`src/csr_pkg.sv`:
```
`default_nettype none

package csr_pkg;

  // Data path and register width in bits
  localparam int data_width_gc = 64;

  // Physical address width carried in the command header
  localparam int paddr_width_gc = 20;

  // Only the low address bits take part in the register decode
  localparam int reg_addr_width_gc = 12;

  // Widths of the remaining header fields
  localparam int msg_width_gc  = 2;
  localparam int size_width_gc = 2;

  // Header layout from LSB upward is addr, then size, then msg_type
  localparam int addr_offset_gc  = 0;
  localparam int size_offset_gc  = addr_offset_gc + paddr_width_gc;
  localparam int msg_offset_gc   = size_offset_gc + size_width_gc;
  localparam int header_width_gc = msg_offset_gc + msg_width_gc;

  // Message types; the uncached forms decode exactly like the plain ones
  typedef enum logic [msg_width_gc-1:0] {
    e_csr_rd    = 2'b00,
    e_csr_wr    = 2'b01,
    e_csr_uc_rd = 2'b10,
    e_csr_uc_wr = 2'b11
  } csr_msg_e;

  // Size codes give the number of bytes written, as 2^size
  typedef enum logic [size_width_gc-1:0] {
    e_csr_size_1 = 2'b00,
    e_csr_size_2 = 2'b01,
    e_csr_size_4 = 2'b10,
    e_csr_size_8 = 2'b11
  } csr_size_e;

  // Default register map, scratch registers sit one dword apart
  localparam logic [reg_addr_width_gc-1:0] scratch_base_gc   = 12'h100;
  localparam logic [reg_addr_width_gc-1:0] scratch_stride_gc = 12'h008;
  localparam logic [reg_addr_width_gc-1:0] counter_base_gc   = 12'h200;

  // Byte mask covering the low 2^size bytes of a register
  function automatic logic [data_width_gc-1:0] csr_size_mask(
    input logic [size_width_gc-1:0] size
  );
    logic [data_width_gc-1:0] mask;
    case (size)
      e_csr_size_1: mask = 64'h0000_0000_0000_00ff;
      e_csr_size_2: mask = 64'h0000_0000_0000_ffff;
      e_csr_size_4: mask = 64'h0000_0000_ffff_ffff;
      default:      mask = '1;
    endcase
    return mask;
  endfunction

endpackage

`default_nettype wire
```
`src/csr_subsystem_top.sv`:
```
`default_nettype none

// Register subsystem with four scratch registers and a cycle counter
module csr_subsystem_top
  import csr_pkg::*;
#(
  parameter int scratch_els_p = 4
)
(
  input  wire                        clk_i,
  input  wire                        arst_n_i,

  input  wire  [header_width_gc-1:0] cmd_header_i,
  input  wire  [data_width_gc-1:0]   cmd_data_i,
  input  wire                        cmd_v_i,
  input  wire                        cmd_last_i,
  output logic                       cmd_ready_o,

  output logic [header_width_gc-1:0] resp_header_o,
  output logic [data_width_gc-1:0]   resp_data_o,
  output logic                       resp_v_o,
  output logic                       resp_last_o,
  input  wire                        resp_ready_i
);

  // Scratch registers take the low strobe bits and the counter takes the top one
  localparam int els_lp = scratch_els_p + 1;

  // Scratch bases are spaced by the stride and the counter comes last
  function automatic logic [els_lp-1:0][reg_addr_width_gc-1:0] build_base_addr();
    logic [els_lp-1:0][reg_addr_width_gc-1:0] addrs;
    for (int i = 0; i < scratch_els_p; i++)
    begin
      addrs[i] = scratch_base_gc + reg_addr_width_gc'(i) * scratch_stride_gc;
    end
    addrs[els_lp-1] = counter_base_gc;
    return addrs;
  endfunction

  localparam logic [els_lp-1:0][reg_addr_width_gc-1:0] base_addr_lp = build_base_addr();

  logic [els_lp-1:0]                    reg_r_v;
  logic [els_lp-1:0]                    reg_w_v;
  logic [size_width_gc-1:0]             reg_size;
  logic [data_width_gc-1:0]             reg_wdata;
  logic [els_lp-1:0][data_width_gc-1:0] reg_rdata;

  // Each register has its own strobe, so neither module needs the address
  csr_bus_bridge #(
    .els_p       (els_lp),
    .base_addr_p (base_addr_lp)
  ) bridge (
    .clk_i         (clk_i),
    .arst_n_i      (arst_n_i),
    .cmd_header_i  (cmd_header_i),
    .cmd_data_i    (cmd_data_i),
    .cmd_v_i       (cmd_v_i),
    .cmd_last_i    (cmd_last_i),
    .cmd_ready_o   (cmd_ready_o),
    .resp_header_o (resp_header_o),
    .resp_data_o   (resp_data_o),
    .resp_v_o      (resp_v_o),
    .resp_last_o   (resp_last_o),
    .resp_ready_i  (resp_ready_i),
    .r_v_o         (reg_r_v),
    .w_v_o         (reg_w_v),
    .addr_o        (),
    .size_o        (reg_size),
    .wdata_o       (reg_wdata),
    .rdata_i       (reg_rdata)
  );

  csr_scratch_regs #(
    .scratch_els_p (scratch_els_p)
  ) scratch (
    .clk_i    (clk_i),
    .arst_n_i (arst_n_i),
    .r_v_i    (reg_r_v[scratch_els_p-1:0]),
    .w_v_i    (reg_w_v[scratch_els_p-1:0]),
    .size_i   (reg_size),
    .wdata_i  (reg_wdata),
    .rdata_o  (reg_rdata[scratch_els_p-1:0])
  );

  csr_cycle_counter counter (
    .clk_i    (clk_i),
    .arst_n_i (arst_n_i),
    .r_v_i    (reg_r_v[els_lp-1]),
    .w_v_i    (reg_w_v[els_lp-1]),
    .size_i   (reg_size),
    .wdata_i  (reg_wdata),
    .rdata_o  (reg_rdata[els_lp-1])
  );

endmodule

`default_nettype wire

```
`src/csr_cycle_counter.sv`:
```
`default_nettype none

// Free-running cycle counter that can also be loaded
module csr_cycle_counter
  import csr_pkg::*;
(
  input  wire                      clk_i,
  input  wire                      arst_n_i,

  // Single strobe bits from the bridge
  input  wire                      r_v_i,
  input  wire                      w_v_i,
  input  wire  [size_width_gc-1:0] size_i,
  input  wire  [data_width_gc-1:0] wdata_i,

  // Count captured by the last read strobe
  output logic [data_width_gc-1:0] rdata_o
);

  logic [data_width_gc-1:0] count_r;
  logic [data_width_gc-1:0] rdata_r;
  logic [data_width_gc-1:0] wmask;

  // Sized writes keep the upper bytes of the current count
  assign wmask = csr_size_mask(size_i);

  // A write takes the place of that cycle's increment
  always_ff @(posedge clk_i or negedge arst_n_i)
  begin
    if (!arst_n_i)
    begin
      count_r <= '0;
    end
    else if (w_v_i)
    begin
      count_r <= (count_r & ~wmask) | (wdata_i & wmask);
    end
    else
    begin
      count_r <= count_r + 1'b1;
    end
  end

  // Read data holds until the next read strobe
  always_ff @(posedge clk_i or negedge arst_n_i)
  begin
    if (!arst_n_i)
    begin
      rdata_r <= '0;
    end
    else if (r_v_i)
    begin
      rdata_r <= count_r;
    end
  end

  assign rdata_o = rdata_r;

endmodule

`default_nettype wire

```
`src/csr_scratch_regs.sv`:
```
`default_nettype none

// Bank of general purpose read/write registers
// Each register has its own strobes and its own read data register
module csr_scratch_regs
  import csr_pkg::*;
#(
  parameter int scratch_els_p = 4
)
(
  input  wire                                          clk_i,
  input  wire                                          arst_n_i,

  // One-hot strobes from the bridge, at most one bit set per cycle
  input  wire  [scratch_els_p-1:0]                     r_v_i,
  input  wire  [scratch_els_p-1:0]                     w_v_i,
  input  wire  [size_width_gc-1:0]                     size_i,
  input  wire  [data_width_gc-1:0]                     wdata_i,

  // Read data holds the value latched by the last read strobe
  output logic [scratch_els_p-1:0][data_width_gc-1:0]  rdata_o
);

  logic [data_width_gc-1:0] wmask;
  logic [data_width_gc-1:0] wmerge_n [scratch_els_p];

  // All registers share the byte mask of the current command
  assign wmask = csr_size_mask(size_i);

  for (genvar i = 0; i < scratch_els_p; i++)
  begin : g_reg
    logic [data_width_gc-1:0] val_r;
    logic [data_width_gc-1:0] rdata_r;

    // Only the low 2^size bytes take the new data
    assign wmerge_n[i] = (val_r & ~wmask) | (wdata_i & wmask);

    // Register contents are part of the visible state and clear on reset
    always_ff @(posedge clk_i or negedge arst_n_i)
    begin
      if (!arst_n_i)
      begin
        val_r <= '0;
      end
      else if (w_v_i[i])
      begin
        val_r <= wmerge_n[i];
      end
    end

    // A read strobe captures the full register value
    always_ff @(posedge clk_i or negedge arst_n_i)
    begin
      if (!arst_n_i)
      begin
        rdata_r <= '0;
      end
      else if (r_v_i[i])
      begin
        rdata_r <= val_r;
      end
    end

    assign rdata_o[i] = rdata_r;
  end

endmodule

`default_nettype wire

```
`src/csr_bus_bridge.sv`:
```
`default_nettype none

// Bridge from the command/response stream to per-register strobes
// Registers are synchronous and hold their last read value, so the
// response is formed one cycle after the strobe from a registered mask
module csr_bus_bridge
  import csr_pkg::*;
#(
  parameter int els_p = 1,
  parameter logic [els_p-1:0][reg_addr_width_gc-1:0] base_addr_p = '0
)
(
  input  wire                                  clk_i,
  input  wire                                  arst_n_i,

  // Command stream from the network side
  input  wire  [header_width_gc-1:0]           cmd_header_i,
  input  wire  [data_width_gc-1:0]             cmd_data_i,
  input  wire                                  cmd_v_i,
  input  wire                                  cmd_last_i,
  output logic                                 cmd_ready_o,

  // Response stream back to the network side
  output logic [header_width_gc-1:0]           resp_header_o,
  output logic [data_width_gc-1:0]             resp_data_o,
  output logic                                 resp_v_o,
  output logic                                 resp_last_o,
  input  wire                                  resp_ready_i,

  // Register side, one-hot strobes and shared address, size and data
  output logic [els_p-1:0]                     r_v_o,
  output logic [els_p-1:0]                     w_v_o,
  output logic [reg_addr_width_gc-1:0]         addr_o,
  output logic [size_width_gc-1:0]             size_o,
  output logic [data_width_gc-1:0]             wdata_o,
  input  wire  [els_p-1:0][data_width_gc-1:0]  rdata_i
);

  logic [header_width_gc-1:0]   buf_header;
  logic [data_width_gc-1:0]     buf_data;
  logic                         buf_v;
  logic                         buf_yumi;
  logic                         pending_r;
  logic [els_p-1:0]             r_mask_r;
  csr_msg_e                     msg_type;
  logic [reg_addr_width_gc-1:0] reg_addr;
  logic                         wr_not_rd;
  logic                         rd_not_wr;
  logic                         issue;
  logic [data_width_gc-1:0]     rdata_sel;

  // Commands are single beat, cmd_last_i is only observed by the checker
  csr_cmd_buffer cmd_buf (
    .clk_i    (clk_i),
    .arst_n_i (arst_n_i),
    .header_i (cmd_header_i),
    .data_i   (cmd_data_i),
    .v_i      (cmd_v_i),
    .ready_o  (cmd_ready_o),
    .header_o (buf_header),
    .data_o   (buf_data),
    .v_o      (buf_v),
    .yumi_i   (buf_yumi)
  );

  // Pull the header fields out of the buffered command
  assign msg_type = csr_msg_e'(buf_header[msg_offset_gc +: msg_width_gc]);
  assign reg_addr = buf_header[addr_offset_gc +: reg_addr_width_gc];

  // Uncached types behave like their cached counterparts
  assign wr_not_rd = msg_type inside {e_csr_wr, e_csr_uc_wr};
  assign rd_not_wr = msg_type inside {e_csr_rd, e_csr_uc_rd};

  // A strobe fires once, in the first cycle the command is buffered
  assign issue = buf_v & ~pending_r;

  for (genvar i = 0; i < els_p; i++)
  begin : g_dec
    logic addr_match;
    assign addr_match = (reg_addr == base_addr_p[i]);
    assign r_v_o[i]   = issue & addr_match & rd_not_wr;
    assign w_v_o[i]   = issue & addr_match & wr_not_rd;
  end

  // Pending is set even when nothing matched, so every command
  // is answered and the stream cannot stall
  always_ff @(posedge clk_i or negedge arst_n_i)
  begin
    if (!arst_n_i)
    begin
      pending_r <= 1'b0;
      r_mask_r  <= '0;
    end
    else if (buf_yumi)
    begin
      pending_r <= 1'b0;
      r_mask_r  <= '0;
    end
    else if (issue)
    begin
      pending_r <= 1'b1;
      r_mask_r  <= r_v_o;
    end
  end

  // An empty mask gives zero data for writes and unmapped reads
  always_comb
  begin
    rdata_sel = '0;
    for (int i = 0; i < els_p; i++)
    begin
      if (r_mask_r[i])
      begin
        rdata_sel = rdata_sel | rdata_i[i];
      end
    end
  end

  assign addr_o  = reg_addr;
  assign size_o  = buf_header[size_offset_gc +: size_width_gc];
  assign wdata_o = buf_data;

  // The response echoes the command header
  assign resp_header_o = buf_header;
  assign resp_data_o   = rdata_sel;
  assign resp_v_o      = pending_r;
  assign resp_last_o   = pending_r;

  // The response handshake also frees the command buffer
  assign buf_yumi = pending_r & resp_ready_i;

endmodule

`default_nettype wire

```
`src/csr_cmd_buffer.sv`:
```
`default_nettype none

// Single-entry command buffer holding one header and one data word
module csr_cmd_buffer
  import csr_pkg::*;
(
  input  wire                        clk_i,
  input  wire                        arst_n_i,

  // Enqueue side, a beat is taken when v_i and ready_o are both high
  input  wire  [header_width_gc-1:0] header_i,
  input  wire  [data_width_gc-1:0]   data_i,
  input  wire                        v_i,
  output logic                       ready_o,

  // Dequeue side, yumi_i is only raised while v_o is high
  output logic [header_width_gc-1:0] header_o,
  output logic [data_width_gc-1:0]   data_o,
  output logic                       v_o,
  input  wire                        yumi_i
);

  logic                       full_r;
  logic                       enq;
  logic [header_width_gc-1:0] header_r;
  logic [data_width_gc-1:0]   data_r;

  // The buffer accepts a beat only while it is empty
  assign ready_o = ~full_r;
  assign enq     = v_i & ready_o;

  // Full/empty state is the only control state here
  always_ff @(posedge clk_i or negedge arst_n_i)
  begin
    if (!arst_n_i)
    begin
      full_r <= 1'b0;
    end
    else if (enq)
    begin
      full_r <= 1'b1;
    end
    else if (yumi_i)
    begin
      full_r <= 1'b0;
    end
  end

  // Payload is written on enqueue and held until the next one
  always_ff @(posedge clk_i)
  begin
    if (enq)
    begin
      header_r <= header_i;
      data_r   <= data_i;
    end
  end

  assign v_o      = full_r;
  assign header_o = header_r;
  assign data_o   = data_r;

endmodule

`default_nettype wire

```
`config.mk`:
```
export PLATFORM = sky130hd
export DESIGN_NAME = csr_subsystem_top
export DESIGN_NICKNAME = d
export VERILOG_FILES = /design/src/csr_pkg.sv /design/src/csr_subsystem_top.sv /design/src/csr_cycle_counter.sv /design/src/csr_scratch_regs.sv /design/src/csr_bus_bridge.sv /design/src/csr_cmd_buffer.sv
export SDC_FILE = /design/constraint.sdc
export NUM_CORES = 1
export LEC_CHECK = 0
export BUFFER_PORTS_ARGS = -buffer_cell sky130_fd_sc_hd__buf_2
export CAP_MARGIN = 10
export CORE_MARGIN = 1.5
export CORE_UTILIZATION = 34
export CTS_BUF_LIST = sky130_fd_sc_hd__clkbuf_2
export CTS_CLUSTER_DIAMETER = 100
export DETAILED_ROUTE_END_ITERATION = 16
export SLEW_MARGIN = 20
export SYNTH_ARGS = -nofsm -noshare
export SYNTH_HDL_FRONTEND = slang
export SYNTH_SLANG_ARGS = --single-unit
```
`constraint.sdc`:
```
create_clock -name clk_i -period 6.22 [get_ports clk_i]
set_clock_uncertainty 0.05 [all_clocks]
set_input_delay 1.244 -clock clk_i [delete_from_list [all_inputs] [get_ports clk_i]]
set_output_delay 1.244 -clock clk_i [all_outputs]
set_load 0.03 [all_outputs]
```
==> parameters.txt, run 1 <==
Parameter                              Value

Routing
  Wire length after detailed routing ... around 78 mm
  First-pass iteration count of the detailed router ... 6
  Antenna Nets Post-Route ... 0
  DRC violation total after the first TritonRoute iteration ... ~1400
  Routed wirelength normalized by instance count ... 20.8 um
  Routed vias/inst ... 5.23
  Via total after detailed routing ... between 15000 and 20000
  # DRC ... 0

Timing
  Pin slew with the least headroom to its limit ... 1.11 ns
  Final Critical Period ... 4.82 ns
  Ratio of final minimum period to clock period ... 0.775
  Maximum operating frequency ... 0.207 GHz
  Number of endpoints failing setup at the final stage ... 0
  Worst slew margin relative to its limit ... 0.255
  Total count of hold-check failures in the final report ... 0
  Setup TNS ... 0 ns
  Count of pins over their slew limit ... 0
  Setup repair after global routing missed its margin ... no

Logic synthesis
  Flip-flop cell with the highest count after synthesis ... dfrtp_1
  Post-Syn Instances ... ~2100
  Cell type contributing the most total cell area after synthesis ... dfrtp_1
  Warning count from the yosys run ... 0
  Nets in the synthesized netlist ... roughly 2200
  Ranking of synthesized cells by area ... dfrtp_1, mux2_2, edfxtp_1, a222oi_1, nand2_1
  Syn Area/Cell ... approximately 14 sq um
  Netlist area before placement ... 30100 sq um
  Count of state elements after synthesis ... approximately 740
  Post-synthesis async set-or-reset flop share ... 0.880
  Distinct cell type count after synthesis ... between 70 and 80
  Sequential area share after synthesis ... 0.627
  Count of flip-flops with a built-in enable after synthesis ... 88
  Proportion of netlist area held by the largest area contributor ... 0.539

Place
  Final weighted congestion in routability-driven placement ... 0.835
  Half-perimeter wire length of the detailed placement result ... between 40 and 50 mm
  Count of placed standard cells including taps ... 3334
  Port bufs ... 182

Finish
  Layout cell share with drive strength beyond 1 ... 0.437
  End-of-flow core utilization ... 0.399
  Most frequent cells in the layout ... dfrtp_1, mux2_2, clkbuf_2
  Number of non-filler instances in the completed layout ... 3756
  Most common cell after layout, fill and taps aside ... dfrtp_1
  Net count, final ... between 2000 and 3000
  Growth of design area from synthesis to finish ... 15.6%

Global routing
  Antenna violations before repair ... 1
  Global-route wire length before repair ... 122 mm
  Total global-route track usage ... 0.175
  Pin count of the biggest net entering global routing ... about 190
  Congestion Overflow GR ... 0
  Vias in the first global route ... ~21000

Clock network
  Clock buffers created by TritonCTS ... 192
  Number of cells upsized or downsized after cts ... 0
  Clock Latency Late Sink ... roughly 1.4 ns
  Clock tree from TritonCTS ... built
  Clock transition at the registers of the reported paths ... 0.10 ns
  Root Buffer ... clkbuf_2
  CTS HTree Levels ... 4
  CTS max path bufs ... 3
  Count of clock tree sinks ... 735

Worst setup path
  Classification of the worst setup path ... register to primary output
  Endpoint type of the worst setup path ... primary output
  Largest fanout of any net on the critical path ... between 40 and 50
  Arrival time reported for the critical path endpoint ... about 3.5 ns
  Kind of launch point of the worst setup path ... register
  Worst EP required ... just under 5 ns
  Worst r2r path cells ... 6

Die
  DIE HEIGHT ... approximately 300 um
  Rows ... around 110
  Boundary pin count ... between 150 and 200
  Core Area ... about 87000 sq um
  Die Area ... ~90000 sq um
  Initial core utilization ... 0.345
  X dimension of the die ... ~300 um

Pwr
  Total power per unit cell area ... approximately 250 nW/um^2
  P_leak ... 17.3 nW
  Highest ir drop seen on vdd ... 0.134 mV

Worst hold path
  Worst hold path depth ... 2
  Class of the most critical hold timing path ... primary input to register

Run
  Max-capacitance violation count ... 0

Status
  Outcome ... finished, final reports clean
-- path summary, 6_finish.rpt --
path	from	endpoint	slack, ns
max in group asynchronous	arst_n_i	asynchronous set/reset pin	4.03
worst min-delay path	cmd_v_i	bridge.cmd_buf.data_o[43]	0.39
worst max-delay path	bridge.r_mask_r[1]	resp_data_o[61]	1.40
min in group asynchronous	arst_n_i	scratch.g_reg[0].rdata_r[50]	0.50
worst min register to register	register	scratch.g_reg[0].rdata_r[41]	0.41
worst max register to register	bridge.resp_last_o	scratch.g_reg[3].rdata_r[4]	2.58
-- per-stage QoR --
| step | instance area (sq um) | hold slack, ns | power (mW) | worst slack [ns] |
|---|---|---|---|---|
| 2_1_floorplan | 30100 | 0.400 | 5.31 | 0.541 |
| 3_3_place_gp | 32100 | 0.418 | 5.54 | 2.42 |
| 3_5_place_dp | 32200 | 0.430 | 5.56 | 2.31 |
| 4_1_cts | 34700 | 0.174 | 8.92 | 1.24 |
| 5_1_grt | 34800 | 0.260 | 9.22 | 1.23 |
| 6_report | 34800 | 0.393 | 8.76 | 1.40 |
-- power breakdown --
group	internal, mW	switching, mW
Sequential	4.98	0.152
Combinational	0.126	0.247
Clock	1.28	1.98
-- critical path, cell delays in order (launching register included) --
cell	delay, ns
dfrtp_2	0.72
buf_4	0.73
a222oi_1	0.27
nand2_1	0.19
buf_2	0.22
-- cell usage after synthesis, types with 9 or more instances --
library cell / instances
a21oi_1: 42
a222oi_1: 64
a22oi_1: 64
and3_1: 17
buf_1: 9
buf_2: 39
buf_6: 10
clkbuf_1: 53
dfrtp_1: 647
edfxtp_1: 88
inv_1: 14
mux2_2: 567
nand2_1: 147
nand3_1: 38
nand4_1: 21
nor2_1: 64
nor3_1: 14
nor4_1: 11
o21ai_0: 27
o22ai_1: 13
-- cells by family (layout without fill, tap and decap cells) --
group                    Yosys count  in the layout  synth area share
AO/OA/AOI/OAI                    267            267            0.0674
XOR/XNOR                           8              8           0.00233
adder cells (fa/ha/maj)            1              1          0.000416
buffers and inverters            130            639            0.0210
flip-flops                       735            735             0.627
multiplexers                     573            573             0.215
other                              0              1                 0
AND/OR/NAND/NOR                  377            377            0.0678
-- cell type report --
| class | count | area [sq um] |
|---|---|---|
| clock inverter | 42 | 245 |
| tap | 1155 | 1450 |
| multi-input combinational | 1226 | 10700 |
| inverter | 14 | 52.6 |
| antenna | 1 | 2.50 |
| timing repair buffer | 296 | 2080 |
| sequential | 735 | 18800 |
| fill | 8244 | 52400 |
| clock buffer | 287 | 1440 |
-- per-layer routing --
metal / global-route usage / vias up / part of all wire
li1: - / 8645 / -
met1: 0.212 / 10200 / 0.41
met2: 0.301 / 622 / 0.51
met3: 0.0404 / 153 / 0.056
met4: 0.0683 / 0 / 0.026
met5: 0 / - / 0
-- timing repair --
| action | 4_1_cts | 5_1_grt |
|---|---|---|
| hold buffers | 91 | 0 |
| setup buffers | 0 | 0 |
| endpoints found under the hold margin | 179 | 0 |
(Power assumes the default switching activity.)
==> inputs of run 2 (changes only) <==
--- a/config.mk
+++ b/config.mk
@@ -5,6 +5,7 @@
 export SDC_FILE = /design/constraint.sdc
 export NUM_CORES = 1
 export LEC_CHECK = 0
+export ABC_AREA = 1
 export BUFFER_PORTS_ARGS = -buffer_cell sky130_fd_sc_hd__buf_2
 export CAP_MARGIN = 10
 export CORE_MARGIN = 1.5
==> constraint.sdc (replaced) <==
create_clock -name clk_i -period 4.2 [get_ports clk_i]
set_clock_uncertainty 0.05 [all_clocks]
set_input_delay 0.84 -clock clk_i [delete_from_list [all_inputs] [get_ports clk_i]]
set_output_delay 0.84 -clock clk_i [all_outputs]
set_load 0.03 [all_outputs]
==> run 2 against run 1 <==
- first-iteration DRC count up 25%
- final cell count increased by 33%
- routed wire length grew 16%
- critical path depth increased by 1
- sequential power grew 48%
- clock-buffer cell count decreased by 12
- highest routed layer unchanged
==> parameters.txt, run 2 <==
Parameter                              Value

Routing
  Antenna Nets Post-Route ... 0
  Wire length after detailed routing ... between 90 and 100 mm
  # DRC ... 0
  Routed vias/inst ... around 4.8
  First-pass iteration count of the detailed router ... 5
  DRC violation total after the first TritonRoute iteration ... roughly 1700
  Via total after detailed routing ... about 24000
  Routed wirelength normalized by instance count ... 18.1 um

Global routing
  Global-route wire length before repair ... 141 mm
  Antenna violations before repair ... 1
  Total global-route track usage ... 0.195
  Vias in the first global route ... ~24000
  Pin count of the biggest net entering global routing ... 87
  Congestion Overflow GR ... 0

Logic synthesis
  Distinct cell type count after synthesis ... 38
  Nets in the synthesized netlist ... approximately 3200
  Most instantiated cells after synthesis ... nand2_1, dfrtp_1, o21ai_0
  Flip-flop cell with the highest count after synthesis ... dfrtp_1
  Count of flip-flops with a built-in enable after synthesis ... 88
  Post-Syn Instances ... around 3100
  Proportion of netlist area held by the largest area contributor ... 0.513
  Most instantiated library cell after synthesis ... nand2_1
  Netlist area before placement ... approximately 32000 sq um
  Ranking of synthesized cells by area ... dfrtp_1, nand2_1, edfxtp_1, mux2_4, o21ai_0
  Post-synthesis async set-or-reset flop share ... 0.880
  Syn Area/Cell ... roughly 10 sq um
  Warning count from the yosys run ... 0
  Sequential area share after synthesis ... 0.596
  Cell type contributing the most total cell area after synthesis ... dfrtp_1
  Count of state elements after synthesis ... 735

Timing
  Count of pins over their slew limit ... 0
  Worst slew margin relative to its limit ... 0.372
  Final Critical Period ... around 4.0 ns
  Setup TNS ... 0 ns
  Maximum operating frequency ... between 0.2 and 0.25 GHz
  Number of endpoints failing setup at the final stage ... 0
  Total count of hold-check failures in the final report ... 0
  Ratio of final minimum period to clock period ... 0.962
  Pin slew with the least headroom to its limit ... 0.942 ns
  Setup repair after global routing missed its margin ... no

Place
  Port bufs ... approximately 180
  Count of placed standard cells including taps ... approximately 4500
  Final weighted congestion in routability-driven placement ... 0.944
  Half-perimeter wire length of the detailed placement result ... roughly 58 mm

Worst setup path
  Startpoint of the worst register-to-register path ... bridge.cmd_buf.header_o[1]
  Classification of the worst setup path ... register to primary output
  Largest fanout of any net on the critical path ... 37
  Endpoint type of the worst setup path ... primary output
  Worst r2r path cells ... 8
  R2r setup slk ... around 0.97 ns
  Worst EP required ... about 3.3 ns
  Kind of launch point of the worst setup path ... register
  Arrival time reported for the critical path endpoint ... around 3.2 ns

Finish
  Net count, final ... approximately 3700
  Growth of design area from synthesis to finish ... 19.2%
  Most frequent cells in the layout ... nand2_1, dfrtp_1, clkbuf_2
  Most common cell after layout, fill and taps aside ... nand2_1
  Number of non-filler instances in the completed layout ... roughly 5000
  Layout cell share with drive strength beyond 1 ... 0.205

Run
  Max-capacitance violation count ... 0

Die
  Die Area ... around 95000 sq um
  Initial core utilization ... 0.344
  Rows ... approximately 110
  Boundary pin count ... roughly 180
  Core Area ... 91800 sq um
  DIE HEIGHT ... about 310 um
  X dimension of the die ... 308 um

Worst hold path
  Class of the most critical hold timing path ... primary input to register
  Hold path startpoint ... cmd_data_i[7]
  Worst hold path depth ... 2
  Hold Path End ... bridge.cmd_buf.data_o[7]

Clock network
  Root Buffer ... clkbuf_2
  Clock buffers created by TritonCTS ... around 190
  CTS HTree Levels ... 4
  Count of clock tree sinks ... about 740
  Clock transition at the registers of the reported paths ... approximately 0.1 ns
  Clock Latency Late Sink ... roughly 1.5 ns
  Clock tree from TritonCTS ... built
  CTS max path bufs ... 3

Pwr
  P_leak ... 18.4 nW
  Highest ir drop seen on vdd ... around 0.31 mV
  Total power per unit cell area ... approximately 360 nW/um^2
  Final Power ... 13.6 mW

Status
  Outcome ... finished, final reports clean
-- run 2: cell count changes after synthesis, moves of 149 or more --
cell     before  now
nand2_1     147  813
mux2_2      567   93
o21ai_0      27  260
inv_1        14  245
o21ai_1       1  155
nand3_1      38  187
-- run 2: cell type report --
| class | instances | area (sq um) |
|---|---|---|
| clock inverter | 70 | 382 |
| clock buffer | 275 | 1380 |
| timing repair buffer | 413 | 3350 |
| fill | 9124 | 54200 |
| antenna | 6 | 15.0 |
| tap | 1243 | 1560 |
| multi-input combinational | 2010 | 11200 |
| sequential | 735 | 18900 |
| inverter | 252 | 948 |
-- run 2: how the worst max path moves through the flow --
| stage | depth (start not counted) | startpoint | endpoint |
|---|---|---|---|
| global placement | 8 | bridge.cmd_buf.header_o[1] | register |
| finish | 5 | bridge.r_mask_r[1] | resp_data_o[26] |
| floorplan | 2 | cmd_v_i | bridge.cmd_buf.data_o[0] |
| detailed placement | 8 | bridge.cmd_buf.header_o[1] | register |
| CTS | 5 | bridge.r_mask_r[1] | resp_data_o[26] |
| global route | 5 | bridge.r_mask_r[1] | resp_data_o[26] |
-- run 2: critical path, stage by stage, from the launching register on --
cell	delay, ns
dfrtp_4	0.58
buf_12	0.23
a22o_1	0.20
a21oi_1	0.23
nand3_1	0.23
buf_2	0.24
-- run 2: cell families (layout without fill, tap and decap cells) --
family / after synthesis / in the layout / synth area share
simple gates: 1228 / 1228 / 0.164
flops: 735 / 735 / 0.596
compound gates: 558 / 558 / 0.0972
buf+inv: 399 / 1010 / 0.0524
mux: 208 / 208 / 0.0852
xor+xnor: 15 / 15 / 0.00416
fa+ha+maj: 1 / 1 / 0.000396
other cells: 0 / 6 / 0
-- run 2: metrics by stage --
stage	setup WS, ns	hold slack, ns	area [sq um]	util
global route	0.0344	0.0604	37600	0.410
global placement	1.10	0.411	33900	0.369
CTS	0.00448	0.0263	37600	0.410
finish	0.158	0.182	37600	0.410
detailed placement	1.09	0.416	33900	0.369
floorplan	1.09	0.396	31600	-
-- run 2: power breakdown --
part           leakage [nW]  internal [mW]  total, mW  switching [mW]
Sequential             9.84           7.43       7.61           0.184
Combinational          7.18          0.284       1.03           0.742
Clock                  1.33           1.93       5.00            3.08
-- run 2: repair_timing --
action / 4_1_cts / 5_1_grt
hold endpoints to repair: 663 / 0
setup endpoints to repair: 64 / 0
hold buffers: 182 / 0
gates resized for setup: 4 / 0
setup buffers: 7 / 0
-- run 2: per-layer routing --
metal,share of wire,global-route usage,wire length (um),up-vias
met5,0,0,0,-
met4,0.029,0.0738,2630,0
met3,0.058,0.0434,5230,155
met2,0.45,0.306,41200,670
met1,0.46,0.264,41700,11600
li1,-,-,-,11500
